File: src/source/dbg_ctrl_pkg.sv
`default_nettype none

package dbg_ctrl_pkg;

    // Mode select and command code share one encoding
    typedef logic [7:0] mode_t;

    // Single-step sequence, then hold while the command stays asserted
    typedef enum logic [2:0] {
        IDLE,       // Waiting for a command match
        CLK_LOW,    // cpu_clk setup, still low
        CLK_HIGH,   // Pulse requested
        CLK_DONE,   // Pulse returns low
        RUN         // Report running or finished
    } step_e;

endpackage

`default_nettype wire

File: src/source/dbg_print_pkg.sv
`default_nettype none

package dbg_print_pkg;

    localparam int FIELD_COUNT = 9;
    localparam int LABEL_MAX   = 3;   // Longest label, NPC/CTL/IMM/MDR

    // Print order of the datapath report
    typedef enum logic [3:0] {
        FLD_NPC,
        FLD_PC,
        FLD_IR,
        FLD_CTL,
        FLD_A,
        FLD_B,
        FLD_IMM,
        FLD_Y,
        FLD_MDR
    } field_e;

    typedef logic [7:0] char_t;

    localparam char_t CHAR_EQ = 8'h3D;
    localparam char_t CHAR_CR = 8'h0D;
    localparam char_t CHAR_LF = 8'h0A;

    localparam logic [1:0] LABEL_LEN [FIELD_COUNT] = '{
        2'd3, 2'd2, 2'd2, 2'd3, 2'd1, 2'd1, 2'd3, 2'd1, 2'd3
    };

    // Unused tail characters are padded with NUL
    localparam char_t LABEL_CHARS [FIELD_COUNT][LABEL_MAX] = '{
        '{"N", "P", "C"},
        '{"P", "C", 8'h00},
        '{"I", "R", 8'h00},
        '{"C", "T", "L"},
        '{"A", 8'h00, 8'h00},
        '{"B", 8'h00, 8'h00},
        '{"I", "M", "M"},
        '{"Y", 8'h00, 8'h00},
        '{"M", "D", "R"}
    };

    // 19 label chars, 9 '=', 9 values, CR and LF
    localparam int ITEM_COUNT = 39;

endpackage

`default_nettype wire

File: src/source/dbg_step_ctrl.sv
`timescale 1ns/1ps
`default_nettype none

module dbg_step_ctrl
    import dbg_ctrl_pkg::*;
(
    input  wire        clk,
    input  wire        rstn,
    input  wire mode_t sel_mode,
    input  wire mode_t cmd_code,
    output logic       cpu_clk,
    output logic       run
);

    step_e state;
    step_e state_nxt;
    logic  cmd_hit;

    assign cmd_hit = (sel_mode == cmd_code);

    // The step itself always completes once started
    always_comb begin
        state_nxt = state;
        case (state)
            IDLE: begin
                if (cmd_hit) begin
                    state_nxt = CLK_LOW;
                end
            end
            CLK_LOW: begin
                state_nxt = CLK_HIGH;
            end
            CLK_HIGH: begin
                state_nxt = CLK_DONE;
            end
            CLK_DONE: begin
                state_nxt = RUN;
            end
            RUN: begin
                if (!cmd_hit) begin
                    state_nxt = IDLE;   // Rearm for the next command
                end
            end
            default: begin
                state_nxt = IDLE;
            end
        endcase
    end

    always_ff @(posedge clk or negedge rstn) begin
        if (!rstn) begin
            state   <= IDLE;
            cpu_clk <= 1'b0;
            run     <= 1'b0;
        end else begin
            state   <= state_nxt;
            cpu_clk <= (state == CLK_HIGH);         // One cycle wide
            run     <= (state == RUN) && cmd_hit;   // Drops right after withdrawal
        end
    end

endmodule

`default_nettype wire

File: src/source/dbg_field_seq.sv
`timescale 1ns/1ps
`default_nettype none

module dbg_field_seq
    import dbg_print_pkg::*;
#(
    parameter int DATA_W = 32
) (
    input  wire               clk,
    input  wire               rstn,
    input  wire               run,
    input  wire [DATA_W-1:0]  npc,
    input  wire [DATA_W-1:0]  pc,
    input  wire [DATA_W-1:0]  ir,
    input  wire [DATA_W-1:0]  ctl,
    input  wire [DATA_W-1:0]  a,
    input  wire [DATA_W-1:0]  b,
    input  wire [DATA_W-1:0]  imm,
    input  wire [DATA_W-1:0]  y,
    input  wire [DATA_W-1:0]  mdr,
    input  wire               item_ready,
    output logic              item_valid,
    output logic [DATA_W-1:0] item_data,
    output logic              item_is_value,
    output logic              item_last
);

    typedef enum logic [1:0] {
        PH_LABEL,
        PH_EQ,
        PH_VALUE,
        PH_END
    } phase_e;

    localparam int CHR_W = $clog2(LABEL_MAX);

    logic [DATA_W-1:0] snap [FIELD_COUNT];
    field_e            fld;
    field_e            fld_nxt;
    phase_e            phase;
    phase_e            phase_nxt;
    logic [CHR_W-1:0]  chr;
    logic [CHR_W-1:0]  chr_nxt;
    logic              started;
    logic              done;
    logic              start;
    logic              load;
    logic [DATA_W-1:0] cur_data;
    logic              cur_is_value;
    logic              cur_last;

    assign start = run && !started;
    assign load  = run && (!started || (!done && (!item_valid || item_ready)));

    // Item at the pointer, and where the pointer goes after it
    always_comb begin
        cur_data     = '0;
        cur_is_value = 1'b0;
        cur_last     = 1'b0;
        fld_nxt      = fld;
        phase_nxt    = phase;
        chr_nxt      = chr;
        case (phase)
            PH_LABEL: begin
                cur_data = DATA_W'(LABEL_CHARS[fld][chr]);
                if (chr == LABEL_LEN[fld] - 2'd1) begin
                    phase_nxt = PH_EQ;
                    chr_nxt   = '0;
                end else begin
                    chr_nxt = chr + 1'b1;
                end
            end
            PH_EQ: begin
                cur_data  = DATA_W'(CHAR_EQ);
                phase_nxt = PH_VALUE;
            end
            PH_VALUE: begin
                cur_data     = snap[fld];
                cur_is_value = 1'b1;
                if (fld == FLD_MDR) begin
                    phase_nxt = PH_END;
                end else begin
                    fld_nxt   = field_e'(fld + 1'b1);
                    phase_nxt = PH_LABEL;
                end
            end
            default: begin
                cur_data = (chr == '0) ? DATA_W'(CHAR_CR) : DATA_W'(CHAR_LF);
                cur_last = (chr != '0);
                chr_nxt  = chr + 1'b1;
            end
        endcase
    end

    always_ff @(posedge clk or negedge rstn) begin
        if (!rstn) begin
            started    <= 1'b0;
            done       <= 1'b0;
            item_valid <= 1'b0;
            fld        <= FLD_NPC;
            phase      <= PH_LABEL;
            chr        <= '0;
        end else if (!run) begin   // Abort or end of command, rewind
            started    <= 1'b0;
            done       <= 1'b0;
            item_valid <= 1'b0;
            fld        <= FLD_NPC;
            phase      <= PH_LABEL;
            chr        <= '0;
        end else begin
            if (start) begin
                started <= 1'b1;
            end
            if (load) begin
                item_valid <= 1'b1;
                fld        <= fld_nxt;
                phase      <= phase_nxt;
                chr        <= chr_nxt;
                done       <= cur_last;
            end else if (item_ready) begin
                item_valid <= 1'b0;   // LF taken, idle until run drops
            end
        end
    end

    always_ff @(posedge clk) begin
        if (start) begin
            snap[FLD_NPC] <= npc;
            snap[FLD_PC]  <= pc;
            snap[FLD_IR]  <= ir;
            snap[FLD_CTL] <= ctl;
            snap[FLD_A]   <= a;
            snap[FLD_B]   <= b;
            snap[FLD_IMM] <= imm;
            snap[FLD_Y]   <= y;
            snap[FLD_MDR] <= mdr;
        end
        if (load) begin
            item_data     <= cur_data;
            item_is_value <= cur_is_value;
            item_last     <= cur_last;
        end
    end

endmodule

`default_nettype wire

File: src/source/dbg_tx_port.sv
`timescale 1ns/1ps
`default_nettype none

module dbg_tx_port #(
    parameter int DATA_W = 32
) (
    input  wire               clk,
    input  wire               rstn,
    input  wire               run,
    input  wire               item_valid,
    input  wire [DATA_W-1:0]  item_data,
    input  wire               item_is_value,
    input  wire               item_last,
    output logic              item_ready,
    input  wire               tx_ack,
    output logic              tx_req,
    output logic [DATA_W-1:0] tx_data,
    output logic              tx_is_value,
    output logic              finish
);

    logic full;
    logic held_last;
    logic take;
    logic ack;

    assign tx_req     = full;
    assign item_ready = !full;
    assign take       = item_valid && item_ready;
    assign ack        = full && tx_ack;   // Ack without req is ignored

    always_ff @(posedge clk or negedge rstn) begin
        if (!rstn) begin
            full   <= 1'b0;
            finish <= 1'b0;
        end else if (!run) begin
            full   <= 1'b0;
            finish <= 1'b0;
        end else begin
            if (ack) begin
                full <= 1'b0;   // Empty for one cycle before the next take
                if (held_last) begin
                    finish <= 1'b1;
                end
            end else if (take) begin
                full <= 1'b1;
            end
        end
    end

    always_ff @(posedge clk) begin
        if (take) begin
            tx_data     <= item_data;
            tx_is_value <= item_is_value;
            held_last   <= item_last;
        end
    end

endmodule

`default_nettype wire

File: src/source/dbg_print_top.sv
`timescale 1ns/1ps
`default_nettype none

module dbg_print_top
    import dbg_ctrl_pkg::*;
#(
    parameter int DATA_W = 32
) (
    input  wire               clk,
    input  wire               rstn,
    input  wire mode_t        sel_mode,
    input  wire mode_t        cmd_code,
    input  wire [DATA_W-1:0]  npc,
    input  wire [DATA_W-1:0]  pc,
    input  wire [DATA_W-1:0]  ir,
    input  wire [DATA_W-1:0]  ctl,
    input  wire [DATA_W-1:0]  a,
    input  wire [DATA_W-1:0]  b,
    input  wire [DATA_W-1:0]  imm,
    input  wire [DATA_W-1:0]  y,
    input  wire [DATA_W-1:0]  mdr,
    input  wire               tx_ack,
    output logic              cpu_clk,
    output logic              tx_req,
    output logic              tx_is_value,
    output logic [DATA_W-1:0] tx_data,
    output logic              finish
);

    logic              run;
    logic              item_valid;
    logic              item_ready;
    logic [DATA_W-1:0] item_data;
    logic              item_is_value;
    logic              item_last;

    dbg_step_ctrl u_step (
        .clk      (clk),
        .rstn     (rstn),
        .sel_mode (sel_mode),
        .cmd_code (cmd_code),
        .cpu_clk  (cpu_clk),
        .run      (run)
    );

    dbg_field_seq #(
        .DATA_W (DATA_W)
    ) u_seq (
        .clk           (clk),
        .rstn          (rstn),
        .run           (run),
        .npc           (npc),
        .pc            (pc),
        .ir            (ir),
        .ctl           (ctl),
        .a             (a),
        .b             (b),
        .imm           (imm),
        .y             (y),
        .mdr           (mdr),
        .item_ready    (item_ready),
        .item_valid    (item_valid),
        .item_data     (item_data),
        .item_is_value (item_is_value),
        .item_last     (item_last)
    );

    dbg_tx_port #(
        .DATA_W (DATA_W)
    ) u_tx (
        .clk           (clk),
        .rstn          (rstn),
        .run           (run),
        .item_valid    (item_valid),
        .item_data     (item_data),
        .item_is_value (item_is_value),
        .item_last     (item_last),
        .item_ready    (item_ready),
        .tx_ack        (tx_ack),
        .tx_req        (tx_req),
        .tx_data       (tx_data),
        .tx_is_value   (tx_is_value),
        .finish        (finish)
    );

endmodule

`default_nettype wire

File: config.mk
export PLATFORM = sky130hd
export DESIGN_NAME = dbg_print_top
export DESIGN_NICKNAME = d
export VERILOG_FILES = /design/src/source/dbg_ctrl_pkg.sv /design/src/source/dbg_print_pkg.sv /design/src/source/dbg_step_ctrl.sv /design/src/source/dbg_field_seq.sv /design/src/source/dbg_tx_port.sv /design/src/source/dbg_print_top.sv
export SDC_FILE = /design/constraint.sdc
export NUM_CORES = 1
export LEC_CHECK = 0
export BUFFER_PORTS_ARGS = -buffer_cell sky130_fd_sc_hd__buf_2
export CAP_MARGIN = 20
export CORE_ASPECT_RATIO = 0.75
export CORE_MARGIN = 1.5
export CORE_UTILIZATION = 54
export DETAILED_ROUTE_END_ITERATION = 10
export PLACE_DENSITY = 0.8
export SETUP_SLACK_MARGIN = 0.4
export SLEW_MARGIN = 20
export SYNTH_ARGS = -nofsm -noshare
export SYNTH_HDL_FRONTEND = slang
export SYNTH_HIERARCHICAL = 1
export SYNTH_SLANG_ARGS = --single-unit
export TNS_END_PERCENT = 20
File: constraint.sdc
create_clock -name clk -period 18.9 [get_ports clk]
set_input_delay 3.78 -clock clk [delete_from_list [all_inputs] [get_ports clk]]
set_output_delay 3.78 -clock clk [all_outputs]
set_load 0.005 [all_outputs]
Yosys cells after proc, flatten, opt, wreduce, memory -nomap -nowiden
Memories as Yosys holds them, arrays and structs flattened.
Cells that the tools add are included.

storage, ports and cells
  bits of input ports = 307
  memories = 3
  RAM bits = 288
  output and inout port bits = 36
  bits in registers = 86
  bits in read-only memories = 416
  word-level logic and storage cells = 114
  latch bits = 0

memories
  memory           depth  width  read ports  clocked after Yosys merged registers in  wr ports  line                 RTL
  (no name shown)  16     24     1           0                                        0         dbg_field_seq.sv:65  cur_data = DATA_W'(LABEL_CHARS[fld][chr]);
  u_seq.snap       9      32     1           0                                        9         dbg_field_seq.sv:37  logic [DATA_W-1:0] snap [FIELD_COUNT];
  (no name shown)  16     2      1           0                                        0         dbg_field_seq.sv:66  if (chr == LABEL_LEN[fld] - 2'd1) begin

cells by class
  shift operators = 0
  $add $sub $neg = 3
  multiply operators = 0
  bitwise operators = 2
  multiplexer cells = 42
  eq/ne operators = 22
  order comparisons = 2
  divide/modulo/power cells = 0
  reductions and logical operators = 23

operators by type and width
  kind                                                                      number
  32-bit one-hot mux with 3 select lines                                    1
  24-bit 2-to-1 mux                                                         2
  2-bit 2-to-1 mux                                                          9
  1-bit 2-to-1 mux                                                          17
  8-bit binary-select mux with 2-bit select                                 1
  4-bit 2-to-1 mux                                                          4
  8-bit 2-to-1 mux                                                          2
  3-bit one-hot mux with 5 select lines                                     1
  2-bit by 1-bit inequality test with 1-bit output (second input constant)  6
  3-bit 2-to-1 mux                                                          3
  8-bit == test                                                             1
  3-bit by 2-bit == test with 1-bit output (second input constant)          2
  1-bit logical AND                                                         6
  2-bit inequality test (second input constant)                             3
  2-bit one-hot mux with 3 select lines                                     1
  2-bit AND reduction                                                       3
  3-bit AND reduction                                                       2
  5-bit greater-or-equal comparator (second input constant)                 1
  4-bit NOT with 5-bit output                                               1
  4-bit by 1-bit adder with 4-bit output (second input constant)            1
  4-bit == test (second input constant)                                     1
  1-bit zero test                                                           4
  2-bit zero test                                                           2
  4-bit by 1-bit inequality test with 1-bit output (second input constant)  1
  other kinds (18)                                                          19

Depth between registers and ports, before layout
Gate-level depths: netlist of run 1.

  depth in word-level cells = 10
  gate-level depth with buffers = 9
  gate-level depth less buffers = 7

By module
Netlist of run 1, hierarchy kept.

by module, submodules not included
  module         cells an instance  area each (µm²)  sequential area each (µm²)  times used
  dbg_field_seq  672                13081.3          9944.5                      1
  dbg_tx_port    42                 1107.3           1071.0                      1
  dbg_step_ctrl  25                 266.5            125.1                       1

Worst setup path after synthesis of run 1
Ideal clock, no wire load.

  path kind = reg2reg
  start point = register u_step.run
  end point = memory u_seq.snap[0][0], enable pin
  arrival = 13.275 ns
  buffers on the path = 1
  data required time = 17.922 ns
  slack = 4.647 ns
  cell stages (with the launch flop) = 3
  setup time = 0.978 ns
  cell sequence = dfrtp_1 -> clkbuf_1 -> nor2b_1

RTL lines
  element                   line                 RTL
  start: declaration        dbg_step_ctrl.sv:12  output logic run
  start signal: assignment  dbg_step_ctrl.sv:58  run <= (state == RUN) && cmd_hit;
  end: declaration          dbg_field_seq.sv:37

Worst setup path in the final report of run 1
  start point = register u_tx.full, in the netlist u_tx/tx_req
  end point = output tx_req

RTL lines
  element                   line                 RTL
  start: declaration        dbg_tx_port.sv:22    logic full;
  start signal: assignment  dbg_tx_port.sv:34    full <= 1'b0;
  start signal: assignment  dbg_tx_port.sv:37    full <= 1'b0;
  start signal: assignment  dbg_tx_port.sv:41    full <= 1'b0;
  end: declaration          dbg_print_top.sv:24  output logic tx_req,

No word-level cell between the ends.

==> results of run 1 <==
[sequential cells by signal (all words and copies together) (netlist names)]
register / count
u_seq/chr: 2
u_seq/done: 1
u_seq/fld: 4
u_seq/item_data: 32
u_seq/item_is_value: 1
u_seq/item_last: 1
u_seq/item_valid: 1
u_seq/phase: 2
u_seq/snap: 288
u_seq/started: 1
u_step/cpu_clk: 1
u_step/run: 1
u_step/state: 3
u_tx/finish: 1
u_tx/held_last: 1
u_tx/tx_data: 32
u_tx/tx_is_value: 1
u_tx/tx_req: 1
[worst reg2reg max path: stages, from the launching register on]
cell	delay (ns)
dfrtp_4	0.88
buf_4	0.71
mux4_2	0.65
mux2i_1	0.15
nand2_1	0.07
o21ai_1	0.13
nor2_1	0.07
[cell usage in the layout (no fill, tap or decap), types with 3 or more instances in the layout]
cell type and instances:
edfxtp_1 356, buf_2 342, mux4_2 64, nand2_1 39
clkbuf_16 38, nor2_1 33, mux2i_1 32, o21ai_1 32
dfrtp_1 15, nor2b_1 13, o21ai_0 12, xnor2_1 12
ha_1 10, clkinv_2 8, inv_1 8, clkbuf_1 7
a21oi_1 6, clkinv_1 5, buf_4 5, inv_2 4
o22ai_1 4, xor2_1 4, o32ai_1 4, o31ai_1 3
a21boi_0 3, nand2b_1 3, nand3_1 3, a31oi_1 3
and2_1 3, nand4_1 3, o21a_1 3
[per-layer routing]
metal,track usage,wire [um]
met2,0.349,14600
met3,0.0591,2860
met4,0.0584,524
met1,0.293,12500
met5,0,0
[how the worst max path moves through the flow]
stage,from,slack (ns),cells past startpoint,end
global route,u_tx/tx_req,13.97,1,tx_req
CTS,u_tx/tx_req,14.00,1,tx_req
global placement,cmd_code[1],14.04,5,u_step/state[2]
finish,u_tx/tx_req,14.02,1,tx_req
detailed placement,cmd_code[1],13.99,5,u_step/state[0]
floorplan,u_step/run,4.65,2,u_seq/snap[0][0]
[final cells by class]
class / count / area (um2) / share of cell area
clock buffer: 45 / 977 / 0.0555
inverter: 13 / 50.0 / 0.00284
timing repair buffer: 349 / 1780 / 0.101
antenna: 2 / 5.00 / 0.000284
clock inverter: 17 / 124 / 0.00704
tap: 344 / 430 / 0.0245
multi-input combinational: 317 / 3090 / 0.175
sequential: 374 / 11100 / 0.633
[cell families (layout without fill, tap and decap cells)]
kind of cell | count (synthesis) | count (layout) | synth area share
multiplexers | 96 | 96 | 0.122
AND/OR/NAND/NOR | 110 | 110 | 0.0355
buffers and inverters | 48 | 424 | 0.0171
flip-flops | 374 | 374 | 0.771
other | 0 | 2 | 0
XOR/XNOR | 16 | 16 | 0.00969
AO/OA/AOI/OAI | 85 | 85 | 0.0365
adder cells (fa/ha/maj) | 10 | 10 | 0.00866
[stage by stage]
step           hold slack [ns]  worst slack, ns  cells  instance area [um2]   util
3_3_place_gp             0.402            14.04   1396                16500  0.631
6_report                 0.414            14.02   1461                17600  0.674
4_1_cts                  0.415            14.00   1458                17600  0.673
3_5_place_dp             0.405            13.99   1396                16500  0.631
5_1_grt                  0.421            13.97   1460                17600  0.674
2_1_floorplan            0.400             4.65    739                14500      -
[report_power, final]
part	switching, uW	internal [uW]
sequential	3.55	908
combinational	16.0	27.4
clock	290	381
[cell usage after synthesis (all sizes together), types with 3 or more instances]
| cell | number | area, um2 |
|---|---|---|
| edfxtp | 356 | 10700 |
| mux4 | 64 | 1440 |
| o21ai | 45 | 229 |
| nand2 | 39 | 146 |
| nor2 | 33 | 124 |
| mux2i | 32 | 320 |
| buf | 23 | 153 |
| dfrtp | 18 | 450 |
| nor2b | 15 | 93.8 |
| inv | 13 | 48.8 |
| clkbuf | 12 | 45.0 |
| xnor2 | 12 | 105 |
| ha | 10 | 125 |
| a21oi | 6 | 30.0 |
| nand2b | 4 | 25.0 |
| o22ai | 4 | 25.0 |
| o32ai | 4 | 35.0 |
| xor2 | 4 | 35.0 |
| a21boi | 3 | 22.5 |
| a31oi | 3 | 18.8 |
| and2 | 3 | 18.8 |
| nand3 | 3 | 15.0 |
| nand4 | 3 | 18.8 |
| o21a | 3 | 22.5 |
| o31ai | 3 | 22.5 |
==> impl_metrics.env, run 1 <==
export IMPL_cts_resized=0
export IMPL_cts_sinks=374
export IMPL_min_period_over_period=0.258
export IMPL_cts_tree="yes"
export IMPL_synth_edf_count=356
export IMPL_critPathSlowestCell="dfrtp_1"
export IMPL_grt_max_degree=90
export IMPL_num_io_pins=343
export IMPL_status="finished, final reports clean"
export IMPL_grt_use_total=0.216
export IMPL_die_area_um2=27800
export IMPL_setup_violations=0
export IMPL_syn_cell_area_um2=14500
export IMPL_timing_fmax_ghz=0.205
export IMPL_slowest_delay_ns=0.43
export IMPL_ant_nets=0
export IMPL_tns_ns=0
export IMPL_fill_cells=1693
export IMPL_crit_buf_inv=1
export IMPL_hold_viol_final=0
export IMPL_hold_class="flop to flop"
export IMPL_area_growth_pct=21.8
export IMPL_worstPathRequired_ns=15.12
export IMPL_drv_cap=0
export IMPL_p_leak_uw=0.00632
export IMPL_ys_ff_latch=374
export IMPL_coreArea_um2=26100
export IMPL_drtIter0Drc=603
export IMPL_avgRoutedWirePerCell_um=20.9
export IMPL_path_max_fanout=5
export IMPL_rrSetupSlack_ns=15.97
export IMPL_drv_slew=0
export IMPL_cts_root_buf="clkbuf_16"
export IMPL_crit_family="flip-flops"
export IMPL_io_buffers=342
export IMPL_overflow=0
export IMPL_vias_per_cell=5.41
export IMPL_die_height_um=145
export IMPL_drt_pass1_iterations=5
export IMPL_holdPathStages=0
export IMPL_antenna_found_initial=2
export IMPL_dpl_hpwl_um=20400
export IMPL_cts_hold_buf=0
export IMPL_rsz0062_at_grt="no"
export IMPL_grt_pass1_wl_um=44400
export IMPL_synth_seq_area_share=0.771
export IMPL_ys_warnings_count=6
export IMPL_synth_nets=1056
export IMPL_reg2reg_to="u_seq/item_data[20]"
export IMPL_avgSynthCellArea_um2=19.6
export IMPL_holdPathEnd="u_tx/tx_data[0]"
export IMPL_power_density_nw_per_um2=92.4
export IMPL_htreeDepth=2
export IMPL_reg2regPathDepth=6
export IMPL_crit_type="flop to output pin"
export IMPL_drive_gt1_frac=0.426
export IMPL_fin_worst_skew_ns=0.0131
export IMPL_clock_path_buffers=3
export IMPL_hp_start="u_seq/item_data[0]"
export IMPL_synthArstFlopShare=0.0481
export IMPL_crit_path_end_kind="output pin"
export IMPL_crit_chain="buf_2"
export IMPL_clkLatencyLatePin_ns=0.52
export IMPL_drc=0
export IMPL_row_count=51
export IMPL_layout_min_cycle_time_ns=4.88
export IMPL_cts_clk_slew_worst_paths_ns=0.06
export IMPL_cts_buffers=36
export IMPL_synth_cell_types=51
export IMPL_grt_pass1_vias=8003
export IMPL_gp_congestion=0.856
export IMPL_slew_limit_headroom=0.284
export IMPL_die_x_um=192
export IMPL_wirelength_um=30500
export IMPL_ir_drop_v=0.0000884
export IMPL_syn_inst=739
export IMPL_arrival_ns=1.10
export IMPL_cts_setup_buffers=0
export IMPL_start_util=0.554
export IMPL_power_uw=1630
export IMPL_worst_setup_path_start_kind="flop"
export IMPL_tightestPinTransition_ns=1.07
export IMPL_num_vias=7900
export IMPL_nets=1408
export IMPL_rr_startpoint="u_seq/fld[0]"
export IMPL_ys_flop_type="edfxtp_1"
Note: power is estimated with default switching activity, not from simulation.
==> run 2: changes to the inputs <==
==> constraint.sdc (replaced) <==
create_clock -name clk -period 5 [get_ports clk]
set_input_delay 1 -clock clk [delete_from_list [all_inputs] [get_ports clk]]
set_output_delay 1 -clock clk [all_outputs]
set_load 0.005 [all_outputs]
==> impl_metrics.env, run 2 (synthesized netlist as in run 1, its figures left out) <==
export IMPL_clock_path_buffers=3
export IMPL_die_x_um=192
export IMPL_largestRegisters="u_seq/snap x288, u_seq/item_data x32, u_tx/tx_data x32"
export IMPL_drive_gt1_frac=0.426
export IMPL_reg2regPathDepth=7
export IMPL_drc=0
export IMPL_crit_type="flop to flop"
export IMPL_ir_drop_v=0.000463
export IMPL_layout_min_cycle_time_ns=2.85
export IMPL_crit_start="u_seq/fld[1]"
export IMPL_grt_pass1_vias=8155
export IMPL_arrival_ns=3.23
export IMPL_cts_sinks=374
export IMPL_gp_congestion=0.873
export IMPL_worst_setup_path_start_kind="flop"
export IMPL_die_area_um2=27800
export IMPL_cts_clk_slew_worst_paths_ns=0.06
export IMPL_overflow=0
export IMPL_min_period_over_period=0.570
export IMPL_p_leak_uw=0.00635
export IMPL_fin_worst_skew_ns=0.0130
export IMPL_cts_buffers=36
export IMPL_htreeDepth=2
export IMPL_wirelength_um=31800
export IMPL_hold_class="primary input to async pin"
export IMPL_tightestPinTransition_ns=1.13
export IMPL_final_common_cell="edfxtp_1"
export IMPL_timing_fmax_ghz=0.351
export IMPL_clkLatencyLatePin_ns=0.52
export IMPL_grt_max_degree=193
export IMPL_avgRoutedWirePerCell_um=21.6
export IMPL_drt_pass1_iterations=6
export IMPL_start_util=0.554
export IMPL_holdWs_ns=0.410
export IMPL_drv_slew=0
export IMPL_pre_cts_ws_ns=2.17
export IMPL_grt_pass1_wl_um=46600
export IMPL_rrSetupSlack_ns=2.15
export IMPL_setup_violations=0
export IMPL_cts_tree="yes"
export IMPL_rr_startpoint="u_seq/fld[1]"
export IMPL_drtIter0Drc=585
export IMPL_rsz0062_at_grt="no"
export IMPL_nets=1408
export IMPL_hold_viol_final=0
export IMPL_slew_limit_headroom=0.246
export IMPL_cts_root_buf="clkbuf_16"
export IMPL_grt_use_total=0.232
export IMPL_cts_resized=0
export IMPL_die_height_um=145
export IMPL_dpl_hpwl_um=21200
export IMPL_num_io_pins=343
export IMPL_io_buffers=342
export IMPL_finalInstanceArea_um2=17700
export IMPL_largest_reg_flops=288
export IMPL_area_growth_pct=22.3
export IMPL_num_vias=8105
export IMPL_worstPathRequired_ns=5.38
export IMPL_crit_path_end_kind="flop"
export IMPL_reg2reg_to="u_seq/phase[1]"
export IMPL_antenna_found_initial=11
export IMPL_dpl_instance_area_um2=16500
export IMPL_cts_hold_buf=0
export IMPL_final_core_util=0.677
export IMPL_cts_setup_buffers=0
export IMPL_drv_cap=0
export IMPL_setup_slack_ns=2.15
export IMPL_ant_nets=0
export IMPL_vias_per_cell=5.52
export IMPL_power_density_nw_per_um2=355
export IMPL_row_count=51
export IMPL_status="finished, final reports clean"
export IMPL_path_max_fanout=69
export IMPL_power_uw=6270
export IMPL_most_common_layout_cells="356 x edfxtp_1, 342 x buf_2, 64 x mux4_2"
export IMPL_coreArea_um2=26100
export IMPL_top_register="u_seq/snap"
==> run 2: cell types whose count changed in the layout (fill, tap and decap cells not counted), sizes merged <==
cell,before,now
bufinv,1,3
clkbuf,45,46
clkinvlp,2,0
diode,2,9
==> run 2: where the power goes <==
part	total [uW]	switching, uW	internal [uW]	leakage, uW
Clock	2660	1090	1570	0.000574
Sequential	3450	12.3	3430	0.00345
Combinational	164	60.6	104	0.00233
==> run 2: routing by layer <==
layer | up-vias | wire (um) | track usage | part of all wire
li1 | 3655 | - | - | -
met4 | 8 | 679 | 0.0748 | 0.021
met5 | - | 55 | 0 | 0.0017
met2 | 388 | 15300 | 0.371 | 0.48
met3 | 59 | 3190 | 0.0774 | 0.10
met1 | 3995 | 12600 | 0.302 | 0.40
==> run 2: area by class of cell <==
type | instances | area [um2]
clock inverter | 17 | 163
inverter | 13 | 50.0
sequential | 374 | 11100
multi-input combinational | 317 | 3090
antenna | 9 | 22.5
clock buffer | 46 | 1000
fill | 1768 | 8420
tap | 344 | 430
timing repair buffer | 349 | 1780
==> run 2: how the worst max path moves through the flow <==
stage | endpoint | slack [ns] | cells past startpoint
after floorplan | u_seq/snap[0][0] | -0.31 | 2
after global placement | u_seq/phase[1] | 2.25 | 7
after detailed placement | u_seq/phase[1] | 2.17 | 7
after CTS | u_seq/phase[1] | 2.15 | 7
after global routing | u_seq/item_data[2] | 1.94 | 5
final | u_seq/phase[1] | 2.15 | 7
==> run 2: per-stage QoR <==
step / cells / TNS (ns)
3_5_place_dp: 1397 / 0
2_1_floorplan: 739 / -89.85
4_1_cts: 1460 / 0
6_report: 1469 / 0
5_1_grt: 1464 / 0
3_3_place_gp: 1397 / 0
==> run 2: worst max-delay path: stages, from the launching register on <==
cell      delay (ns)
dfrtp_4         1.12
inv_2           0.14
ha_1            0.40
nor3b_1         0.26
xnor2_1         0.17
a21boi_0        0.11
a311oi_1        0.38
o32ai_1         0.13
